File: config.mk
export PLATFORM = sky130hd
export DESIGN_NAME = uart_top
export DESIGN_NICKNAME = d
export VERILOG_FILES = /design/src/uart_pkg.sv /design/src/uart_rx.sv /design/src/uart_top.sv /design/src/uart_tx.sv
export VERILOG_INCLUDE_DIRS = /design/src
export SDC_FILE = /design/constraint.sdc
export NUM_CORES = 1
export LEC_CHECK = 0
export ABC_AREA = 1
export BUFFER_PORTS_ARGS = -buffer_cell sky130_fd_sc_hd__buf_4
export CAP_MARGIN = 20
export CORE_MARGIN = 3
export CORE_UTILIZATION = 45
export DETAILED_ROUTE_END_ITERATION = 16
export PLACE_DENSITY = 0.64
export SLEW_MARGIN = 20
export SYNTH_ARGS = -nofsm -noshare
export SYNTH_HDL_FRONTEND = slang
export SYNTH_SLANG_ARGS = --single-unit
File: constraint.sdc
create_clock -name clk_i -period 2.07 [get_ports clk_i]
set_input_delay 0.207 -clock clk_i [delete_from_list [all_inputs] [get_ports clk_i]]
set_output_delay 0.207 -clock clk_i [all_outputs]
set_load 0.005 [all_outputs]
File: src/uart_cfg.svh
// UART frame configuration
`ifndef UART_CFG_SVH
`define UART_CFG_SVH

// System clock in Hz, 40 ns period
`define UART_CLK_FREQ 25_000_000

// Line rate in bit/s
`define UART_BAUD_RATE 1_562_500

// Clock cycles per bit, 16 at the rates above
`define UART_CLKS_PER_BIT (`UART_CLK_FREQ / `UART_BAUD_RATE)

// Data bits per 8N1 frame
`define UART_DATA_WIDTH 8

`endif

File: src/uart_pkg.sv
// UART state types
package uart_pkg;

    // Transmitter frame sequence
    typedef enum logic [2:0] {
        TX_IDLE  = 3'd0,
        TX_START = 3'd1,
        TX_DATA  = 3'd2,
        TX_STOP  = 3'd3,
        TX_GAP   = 3'd4   // One idle cycle before the next handshake
    } tx_state_e;

    // Receiver frame sequence
    typedef enum logic [1:0] {
        RX_IDLE  = 2'd0,
        RX_START = 2'd1,  // Waiting for mid start bit
        RX_DATA  = 2'd2,
        RX_STOP  = 2'd3
    } rx_state_e;

endpackage

File: src/uart_rx.sv
// UART receiver
`timescale 1ns/1ps
`include "uart_cfg.svh"

module uart_rx
    import uart_pkg::*;
(
    input  logic                        clk_i,
    input  logic                        arstn_i,
    input  logic                        uart_rx_i,
    output logic                        rx_valid_o,
    output logic [`UART_DATA_WIDTH-1:0] rx_data_o,
    output logic                        frame_err_o
);

    localparam int CNT_W = $clog2(`UART_CLKS_PER_BIT);
    localparam int IDX_W = $clog2(`UART_DATA_WIDTH);
    localparam logic [CNT_W-1:0] BAUD_LAST = CNT_W'(`UART_CLKS_PER_BIT - 1);
    localparam logic [CNT_W-1:0] HALF_LAST = CNT_W'(`UART_CLKS_PER_BIT / 2 - 1);
    localparam logic [IDX_W-1:0] IDX_LAST  = IDX_W'(`UART_DATA_WIDTH - 1);

    logic [1:0]                  sync_q;
    logic                        rx_line;
    rx_state_e                   state_q;
    logic [CNT_W-1:0]            cnt_q;
    logic [IDX_W-1:0]            bit_idx_q;
    logic [`UART_DATA_WIDTH-1:0] shift_q;
    logic                        half_done;
    logic                        full_done;
    logic                        data_sample;
    logic                        stop_sample;

    assign rx_line     = sync_q[1];
    assign half_done   = (cnt_q == HALF_LAST);
    assign full_done   = (cnt_q == BAUD_LAST);
    assign data_sample = (state_q == RX_DATA) && full_done;
    assign stop_sample = (state_q == RX_STOP) && full_done;

    // Two-flop synchronizer, resets to the idle level
    always_ff @(posedge clk_i or negedge arstn_i) begin
        if (!arstn_i) begin
            sync_q <= 2'b11;
        end else begin
            sync_q <= {sync_q[0], uart_rx_i};
        end
    end

    always_ff @(posedge clk_i or negedge arstn_i) begin
        if (!arstn_i) begin
            state_q     <= RX_IDLE;
            cnt_q       <= '0;
            bit_idx_q   <= '0;
            rx_valid_o  <= 1'b0;
            frame_err_o <= 1'b0;
        end else begin
            rx_valid_o  <= 1'b0;   // Strobes default low
            frame_err_o <= 1'b0;
            cnt_q       <= cnt_q + 1'b1;
            case (state_q)
                RX_IDLE: begin
                    cnt_q <= '0;
                    if (!rx_line) begin
                        state_q <= RX_START;
                    end
                end
                RX_START: begin
                    if (half_done) begin
                        cnt_q     <= '0;
                        bit_idx_q <= '0;
                        if (rx_line) begin
                            state_q <= RX_IDLE;   // Glitch, no frame
                        end else begin
                            state_q <= RX_DATA;
                        end
                    end
                end
                RX_DATA: begin
                    if (full_done) begin
                        cnt_q     <= '0;
                        bit_idx_q <= bit_idx_q + 1'b1;
                        if (bit_idx_q == IDX_LAST) begin
                            state_q <= RX_STOP;
                        end
                    end
                end
                RX_STOP: begin
                    if (full_done) begin
                        cnt_q       <= '0;
                        state_q     <= RX_IDLE;
                        rx_valid_o  <= rx_line;
                        frame_err_o <= !rx_line;   // Stop bit sampled low
                    end
                end
                default: state_q <= RX_IDLE;
            endcase
        end
    end

    // LSB arrives first and ends up at bit 0
    always_ff @(posedge clk_i) begin
        if (data_sample) begin
            shift_q <= {rx_line, shift_q[`UART_DATA_WIDTH-1:1]};
        end
        if (stop_sample && rx_line) begin
            rx_data_o <= shift_q;
        end
    end

endmodule

File: src/uart_top.sv
// UART subsystem top
`timescale 1ns/1ps
`include "uart_cfg.svh"

module uart_top (
    input  logic                        clk_i,
    input  logic                        arstn_i,

    // Transmit stream
    input  logic                        tx_valid_i,
    input  logic [`UART_DATA_WIDTH-1:0] tx_data_i,
    output logic                        tx_ready_o,

    // Receive strobes
    output logic                        rx_valid_o,
    output logic [`UART_DATA_WIDTH-1:0] rx_data_o,
    output logic                        frame_err_o,

    // Serial pins
    output logic                        uart_tx_o,
    input  logic                        uart_rx_i
);

    uart_tx u_uart_tx (
        .clk_i      (clk_i),
        .arstn_i    (arstn_i),
        .tx_valid_i (tx_valid_i),
        .tx_data_i  (tx_data_i),
        .tx_ready_o (tx_ready_o),
        .uart_tx_o  (uart_tx_o)
    );

    // Serial loop is closed outside this level
    uart_rx u_uart_rx (
        .clk_i       (clk_i),
        .arstn_i     (arstn_i),
        .uart_rx_i   (uart_rx_i),
        .rx_valid_o  (rx_valid_o),
        .rx_data_o   (rx_data_o),
        .frame_err_o (frame_err_o)
    );

endmodule

File: src/uart_tx.sv
// UART transmitter
`timescale 1ns/1ps
`include "uart_cfg.svh"

module uart_tx
    import uart_pkg::*;
(
    input  logic                        clk_i,
    input  logic                        arstn_i,
    input  logic                        tx_valid_i,
    input  logic [`UART_DATA_WIDTH-1:0] tx_data_i,
    output logic                        tx_ready_o,
    output logic                        uart_tx_o
);

    localparam int CNT_W = $clog2(`UART_CLKS_PER_BIT);
    localparam int IDX_W = $clog2(`UART_DATA_WIDTH);
    localparam logic [CNT_W-1:0] BAUD_LAST = CNT_W'(`UART_CLKS_PER_BIT - 1);
    localparam logic [IDX_W-1:0] IDX_LAST  = IDX_W'(`UART_DATA_WIDTH - 1);

    tx_state_e                   state_q;
    tx_state_e                   state_d;
    logic [CNT_W-1:0]            baud_cnt_q;
    logic [IDX_W-1:0]            bit_idx_q;
    logic [IDX_W-1:0]            bit_idx_d;
    logic [`UART_DATA_WIDTH-1:0] tx_byte_q;
    logic                        accept;
    logic                        counting;
    logic                        baud_done;
    logic                        line_d;

    assign tx_ready_o = (state_q == TX_IDLE);
    assign accept     = tx_valid_i && tx_ready_o;
    assign counting   = (state_q == TX_START) || (state_q == TX_DATA) || (state_q == TX_STOP);
    assign baud_done  = counting && (baud_cnt_q == BAUD_LAST);

    always_comb begin
        state_d   = state_q;
        bit_idx_d = bit_idx_q;
        case (state_q)
            TX_IDLE: begin
                if (accept) begin
                    state_d = TX_START;
                end
            end
            TX_START: begin
                if (baud_done) begin
                    state_d = TX_DATA;
                end
            end
            TX_DATA: begin
                if (baud_done) begin
                    bit_idx_d = bit_idx_q + 1'b1;   // Wraps to zero after the MSB
                    if (bit_idx_q == IDX_LAST) begin
                        state_d = TX_STOP;
                    end
                end
            end
            TX_STOP: begin
                if (baud_done) begin
                    state_d = TX_GAP;
                end
            end
            TX_GAP:  state_d = TX_IDLE;
            default: state_d = TX_IDLE;
        endcase
    end

    // Line level for the state being entered, so the pin changes on the edge
    always_comb begin
        case (state_d)
            TX_START: line_d = 1'b0;
            TX_DATA:  line_d = tx_byte_q[bit_idx_d];
            default:  line_d = 1'b1;
        endcase
    end

    always_ff @(posedge clk_i or negedge arstn_i) begin
        if (!arstn_i) begin
            state_q    <= TX_IDLE;
            bit_idx_q  <= '0;
            baud_cnt_q <= '0;
            uart_tx_o  <= 1'b1;   // Idle line
        end else begin
            state_q   <= state_d;
            bit_idx_q <= bit_idx_d;
            uart_tx_o <= line_d;
            if (!counting || baud_done) begin
                baud_cnt_q <= '0;
            end else begin
                baud_cnt_q <= baud_cnt_q + 1'b1;
            end
        end
    end

    always_ff @(posedge clk_i) begin
        if (accept) begin
            tx_byte_q <= tx_data_i;
        end
    end

endmodule
==> flow_metrics.tcl, run 1 <==
set metrics [dict create \
    r2r_start "u_uart_rx.state_q[0]" \
    setup_violations 0 \
    required_ns 2.29 \
    grt_usage 0.133 \
    crit_family "simple AND/OR/NAND/NOR gates" \
    wirelength_microns 3200 \
    peakVddDrop_uv 434 \
    fp.coreArea_sq_um 4170 \
    path_common_cell "nand2_1" \
    syn_area_sq_um 2040 \
    synth_area_per_cell_sq_um 11.7 \
    start_kind "register" \
    setup_tns_ns 0 \
    min_period_ns 1.75 \
    clockBufferDepth 2 \
    drive_gt1_frac 0.250 \
    yosysWarnings 0 \
    synth_edf_count 24 \
    critPathMaxStageDelay_ns 0.40 \
    drtAntennaViolNets 0 \
    crit_slowest_cell "dfrtp_1" \
    gp_congestion 0.893 \
    dp_hpwl_microns 2460 \
    cts_tree "yes" \
    via_count 1289 \
    cts_setup_buffers 0 \
    cts_made_buffers 5 \
    ys_seq_area_frac 0.650 \
    hold_viol 0 \
    synth_nets 197 \
    max_freq_mhz 572 \
    final_cell_count_no_fill 258 \
    cp_max_fo 5 \
    r2r_setup_slack_ns 0.32 \
    post_dp_cell_area_sq_um 2290 \
    grt_first_pass_wirelength_microns 5460 \
    setup_ws_ns 0.321 \
    postSynthCellCount 174 \
    hold-worst-slack_ns 0.0213 \
    rows 23 \
    grt.overflow.total 0 \
    routed_via_density 5.00 \
    period_share 0.845 \
    numPortBuffers 23 \
    power.leakage_nw 1.11 \
    hp-class "in -> reg" \
    maxCapViolCount 0 \
    fin_skew_ns 0.00783 \
    synth_top_area_share 0.353 \
    slew-limit-headroom 0.786 \
    fp.dieW_microns 73.3 \
    rsz0062_at_grt "no" \
    synth_cell_types 29 \
    diodes 0 \
    p_total_mw 1.94 \
    synthArstFlopShare 0.500 \
    area_growth_syn_to_layout_pct 17.3 \
    slew_violations 0 \
    synth_common_cells "edfxtp_1, nand2_1, dfrtp_1, inv_1" \
    die_y_microns 73.3 \
    initial_core_util 0.489 \
    wl_per_cell_microns 12.4 \
    worst_hold_startpoint "uart_rx_i" \
    yosys.area.top_type "edfxtp_1" \
    drtIter0Drc 119 \
    h-tree-depth 2 \
    drtPass1Iterations 4 \
    root_buffer "clkbuf_8" \
    rr_worst_depth 11 \
    drc_errors 0 \
    stdcell_area_sq_um 2390 \
    path_buf_inv 2 \
    antenna_found_initial 0 \
    ios 24 \
    outcome "complete, no violations" \
    synth_ff_type "edfxtp_1" \
    ys_top_cells_by_area "edfxtp_1, dfrtp_1, ha_1" \
    die_area_sq_um 5380 \
    clkTransAtPathRegs_ns 0.08 \
    cts_resized 0 \
    cp_num_cells 11 \
    tightest_slew_ns 0.318 \
    end_kind "register" \
    power.density_nw_per_um2 809 \
    worstSetupPathType "reg -> reg" \
    holdPathStages 1 \
    worstPathCellList "inv_1 > ha_1 > inv_1 > nand2_1 > nand2_1 > nand2_1 > a21oi_1 > o21ai_1 > nor2_1 > nand3_1 > o21ai_1" \
    setup.worst_path.start "u_uart_rx.state_q[0]" \
    ys_seq_elements 48 \
    dpl_worst_slack_ns 0.382 \
    cts.sinks 48 \
    grt_pass1_vias 1285 \
    synth.most_common_cell "edfxtp_1" \
    post-route-util 0.573 \
    grt_max_degree 25 \
    final_nets 230 \
    dp.cells 249 \
    arrival_ns 1.97 \
    clk-insertion-delay-late_ns 0.30 \
]
[logic make-up after synthesis]
logic type | synth area share
flip-flops | 0.650
AND/OR/NAND/NOR | 0.183
XOR/XNOR | 0.0129
adder cells (fa/ha/maj) | 0.0675
AO/OA/AOI/OAI | 0.0417
buffers and inverters | 0.0448
[worst reg2reg max path, delay by kind of cell (launching register included)]
| family | cells | cell delay (ns) |
|---|---|---|
| and+or+nand+nor | 5 | 0.46 |
| DFF | 1 | 0.40 |
| AOI/OAI and AO/OA | 3 | 0.30 |
| adders and majority gates | 1 | 0.27 |
| buffers and inverters | 2 | 0.25 |
[layer usage]
metal,part of all wire,track usage,vias to the layer above
met1,0.43,0.155,608
met5,0,0,-
met2,0.50,0.235,29
met3,0.050,0.0287,5
met4,0.015,0.0543,0
li1,-,-,647
[what timing repair did]
action	CTS	global route
hold endpoints to repair	21	0
setup endpoints to repair	0	0
hold buffers	1	0
[report_power, final]
| part | internal, mW | total, mW | switching (mW) |
|---|---|---|---|
| registers | 1.04 | 1.08 | 0.0365 |
| clock network | 0.239 | 0.547 | 0.308 |
| logic | 0.113 | 0.309 | 0.196 |
| total | 1.40 | 1.94 | 0.540 |
[layout by cell type, fill, tap and decap left out, types with 3 or more instances in the layout]
cell      instances
edfxtp_1         24
a21oi_1           3
nand2_1          23
buf_4            25
inv_2             5
nand3b_1          4
nor3_1            4
o21ai_1           3
clkbuf_8          5
ha_1             11
nor2_1           15
nand3_1          15
dfstp_2           3
inv_1            18
o21ai_0           6
dfrtp_1          21
[final timing paths]
check / to
max: register
min: u_uart_rx.sync_q[0]
max reg2reg: register
min reg2reg: u_uart_rx.sync_q[1]
max in group asynchronous: u_uart_rx.sync_q[1]
min in group asynchronous: u_uart_rx.bit_idx_q[0]
[flip-flops by register name, indices dropped and copies added (netlist names), named ones only]
register               count
u_uart_tx.bit_idx_q        3
u_uart_rx.frame_err_o      1
u_uart_tx.uart_tx_o        1
u_uart_rx.cnt_q            4
u_uart_rx.rx_data_o        8
u_uart_rx.bit_idx_q        3
u_uart_tx.state_q          3
u_uart_rx.shift_q          8
u_uart_tx.tx_byte_q        8
u_uart_rx.state_q          1
u_uart_tx.baud_cnt_q       4
u_uart_rx.sync_q           2
u_uart_rx.rx_valid_o       1
[final cells by class]
class / instances / area [sq um]
multi-input cells: 102 / 623
clock buffers: 5 / 68.8
clock inverters: 3 / 23.8
inverters: 24 / 91.3
well taps: 50 / 62.6
flip-flops and latches: 48 / 1330
fillers: 345 / 1780
repair buffers: 26 / 198
(Power assumes the default switching activity.)
==> inputs of run 2 (changes only) <==
--- a/config.mk
+++ b/config.mk
@@ -6,7 +6,7 @@
 export SDC_FILE = /design/constraint.sdc
 export NUM_CORES = 1
 export LEC_CHECK = 0
-export ABC_AREA = 1
+export ABC_AREA = 0
 export BUFFER_PORTS_ARGS = -buffer_cell sky130_fd_sc_hd__buf_4
 export CAP_MARGIN = 20
 export CORE_MARGIN = 3
==> constraint.sdc (replaced) <==
create_clock -name clk_i -period 1.8 [get_ports clk_i]
set_input_delay 0.18 -clock clk_i [delete_from_list [all_inputs] [get_ports clk_i]]
set_output_delay 0.18 -clock clk_i [all_outputs]
set_load 0.005 [all_outputs]
==> flow_metrics.tcl, run 2 <==
set metrics [dict create \
    critPathMaxStageDelay_ns 0.38 \
    synthArstFlopShare 0.500 \
    path_buf_inv 0 \
    fp.coreArea_sq_um 4200 \
    clk-insertion-delay-late_ns 0.30 \
    routed.top_layer "met4" \
    grt_usage 0.135 \
    cts.sinks 48 \
    max_freq_mhz 607 \
    min_period_ns 1.65 \
    p_int_mw 2.06 \
    synth_top_area_share 0.350 \
    numPortBuffers 23 \
    fill_cells 332 \
    drtPass1Iterations 4 \
    dp_hpwl_microns 2430 \
    root_buffer "clkbuf_8" \
    yosysWarnings 0 \
    synth_edf_count 24 \
    grt_max_degree 25 \
    p_comb_frac 0.280 \
    maxCapViolCount 0 \
    worstSetupPathType "reg -> reg" \
    final_cell_count_no_fill 228 \
    path_common_cell "nand2_1" \
    synth_ff_type "edfxtp_1" \
    power.leakage_nw 1.04 \
    ys_seq_elements 48 \
    drtIter0Drc 95 \
    p_clk_frac 0.221 \
    diodes 0 \
    end_kind "register" \
    crit_family "flip-flops" \
    antenna_found_initial 0 \
    fp.dieW_microns 73.7 \
    h-tree-depth 2 \
    ys_top_cells_by_area "edfxtp_1, dfrtp_1, ha_1" \
    hold-worst-slack_ns 0.0491 \
    outcome "complete, no violations" \
    tightest_slew_ns 0.403 \
    die_y_microns 73.7 \
    swShare 0.312 \
    required_ns 1.99 \
    peakVddDrop_uv 761 \
    cp_max_fo 4 \
    drtAntennaViolNets 0 \
    slew_violations 0 \
    area_growth_syn_to_layout_pct 17.2 \
    syn_area_sq_um 2060 \
    pwr-share-seq 0.498 \
    worstPathCellList "ha_1 > nand2_1 > o21a_1 > o22ai_1 > nand2_1 > mux2_4" \
    wirelength_microns 3300 \
    met3_length_microns 142 \
    dpl_worst_slack_ns 0.106 \
    via_count 1226 \
    die_area_sq_um 5430 \
    synth_nets 169 \
    drc_errors 0 \
    synth_area_per_cell_sq_um 14.1 \
    drive_gt1_frac 0.225 \
    grt.overflow.total 0 \
    hp-class "in -> reg" \
    layout_common_cells "buf_4, edfxtp_1, dfrtp_1, nor2_1" \
    synth_cell_types 32 \
    hold_viol 0 \
    ios 24 \
    yosys.area.top_type "edfxtp_1" \
    gp_congestion 0.870 \
    setup_tns_ns 0 \
    final_nets 200 \
    cts_tree "yes" \
    routed_via_density 5.38 \
    clkTransAtPathRegs_ns 0.09 \
    rsz0062_at_grt "no" \
    grt_first_pass_wirelength_microns 5530 \
    crit_slowest_cell "dfrtp_1" \
    cts_made_buffers 5 \
    drt-met1-wl_microns 1360 \
    power.density_nw_per_um2 1240 \
    fin_skew_ns 0.00650 \
    initial_core_util 0.491 \
    cts_setup_buffers 0 \
    grt_pass1_vias 1263 \
    postSynthCellCount 146 \
    period_share 0.915 \
    top_regs "u_uart_rx.rx_data_o x8, u_uart_rx.shift_q x8, u_uart_tx.tx_byte_q x8" \
    synth.most_common_cell "edfxtp_1" \
    start_kind "register" \
    dp.cells 218 \
    arrival_ns 1.84 \
    slew-limit-headroom 0.731 \
    dr_wl_met2_microns 1740 \
    synth_common_cells "edfxtp_1, dfrtp_1, ha_1, nor2_1, nand2_1" \
    rows 23 \
    clockBufferDepth 2 \
    p_sw_mw 0.931 \
    wl_per_cell_microns 14.5 \
    setup_violations 0 \
    ys_seq_area_frac 0.643 \
    setup_ws_ns 0.153 \
]
==> run 2: worst paths after layout <==
check | slack, ns | from | cells past startpoint | to
worst max-delay path | 0.15 | u_uart_rx.cnt_q[0] | 6 | u_uart_rx.bit_idx_q[0]
worst min-delay path | 0.05 | tx_data_i[5] | 1 | u_uart_tx.tx_byte_q[5]
worst max register to register | 0.15 | u_uart_rx.cnt_q[0] | 6 | u_uart_rx.bit_idx_q[0]
worst min register to register | 0.36 | u_uart_rx.sync_q[0] | 0 | u_uart_rx.sync_q[1]
max in group asynchronous | 1.20 | arstn_i | 2 | u_uart_rx.sync_q[0]
min in group asynchronous | 0.30 | arstn_i | 2 | u_uart_tx.bit_idx_q[2]
==> run 2: routing by layer <==
metal / vias up / track usage
met2: 21 / 0.237
met1: 612 / 0.154
met4: 0 / 0.0423
met5: - / 0
li1: 586 / -
met3: 7 / 0.0451
==> run 2: cell families after synthesis <==
logic type | after synthesis | share of synthesized area
flip-flops | 48 | 0.643
XOR/XNOR | 6 | 0.0255
adder cells (fa/ha/maj) | 11 | 0.0667
AND/OR/NAND/NOR | 47 | 0.116
AO/OA/AOI/OAI | 14 | 0.0467
buffers and inverters | 10 | 0.0194
multiplexers | 10 | 0.0831
==> run 2: final cells by class <==
class                   instances  area [sq um]  share of cell area
well taps                      50          62.6              0.0259
multi-input cells              88           704               0.292
clock inverters                 1          7.51             0.00311
repair buffers                 26           200              0.0829
flip-flops and latches         48          1330               0.548
clock buffers                   7          86.3              0.0357
inverters                       8          30.0              0.0124
==> run 2: stage by stage <==
stage,cell area (sq um),total power [mW],util
2_1_floorplan,2060,2.11,-
3_3_place_gp,2290,2.30,0.546
3_5_place_dp,2290,2.34,0.546
4_1_cts,2410,3.00,0.573
5_1_grt,2420,3.19,0.575
6_report,2420,2.99,0.575
==> run 2: what timing repair did <==
item | 4_1_cts | 5_1_grt
endpoints found under the hold margin | 22 | 0
hold buffers | 2 | 0
gates resized for setup | 0 | 2
setup endpoints to repair | 0 | 2
==> run 2: power groups by stage <==
stage	clock, mW	sequential, mW	combinational [mW]
CTS	0.677	1.49	0.831
floorplan	0	1.46	0.652
finish	0.660	1.49	0.838
global placement	0	1.50	0.802
detailed placement	0	1.51	0.826
global route	0.716	1.52	0.961
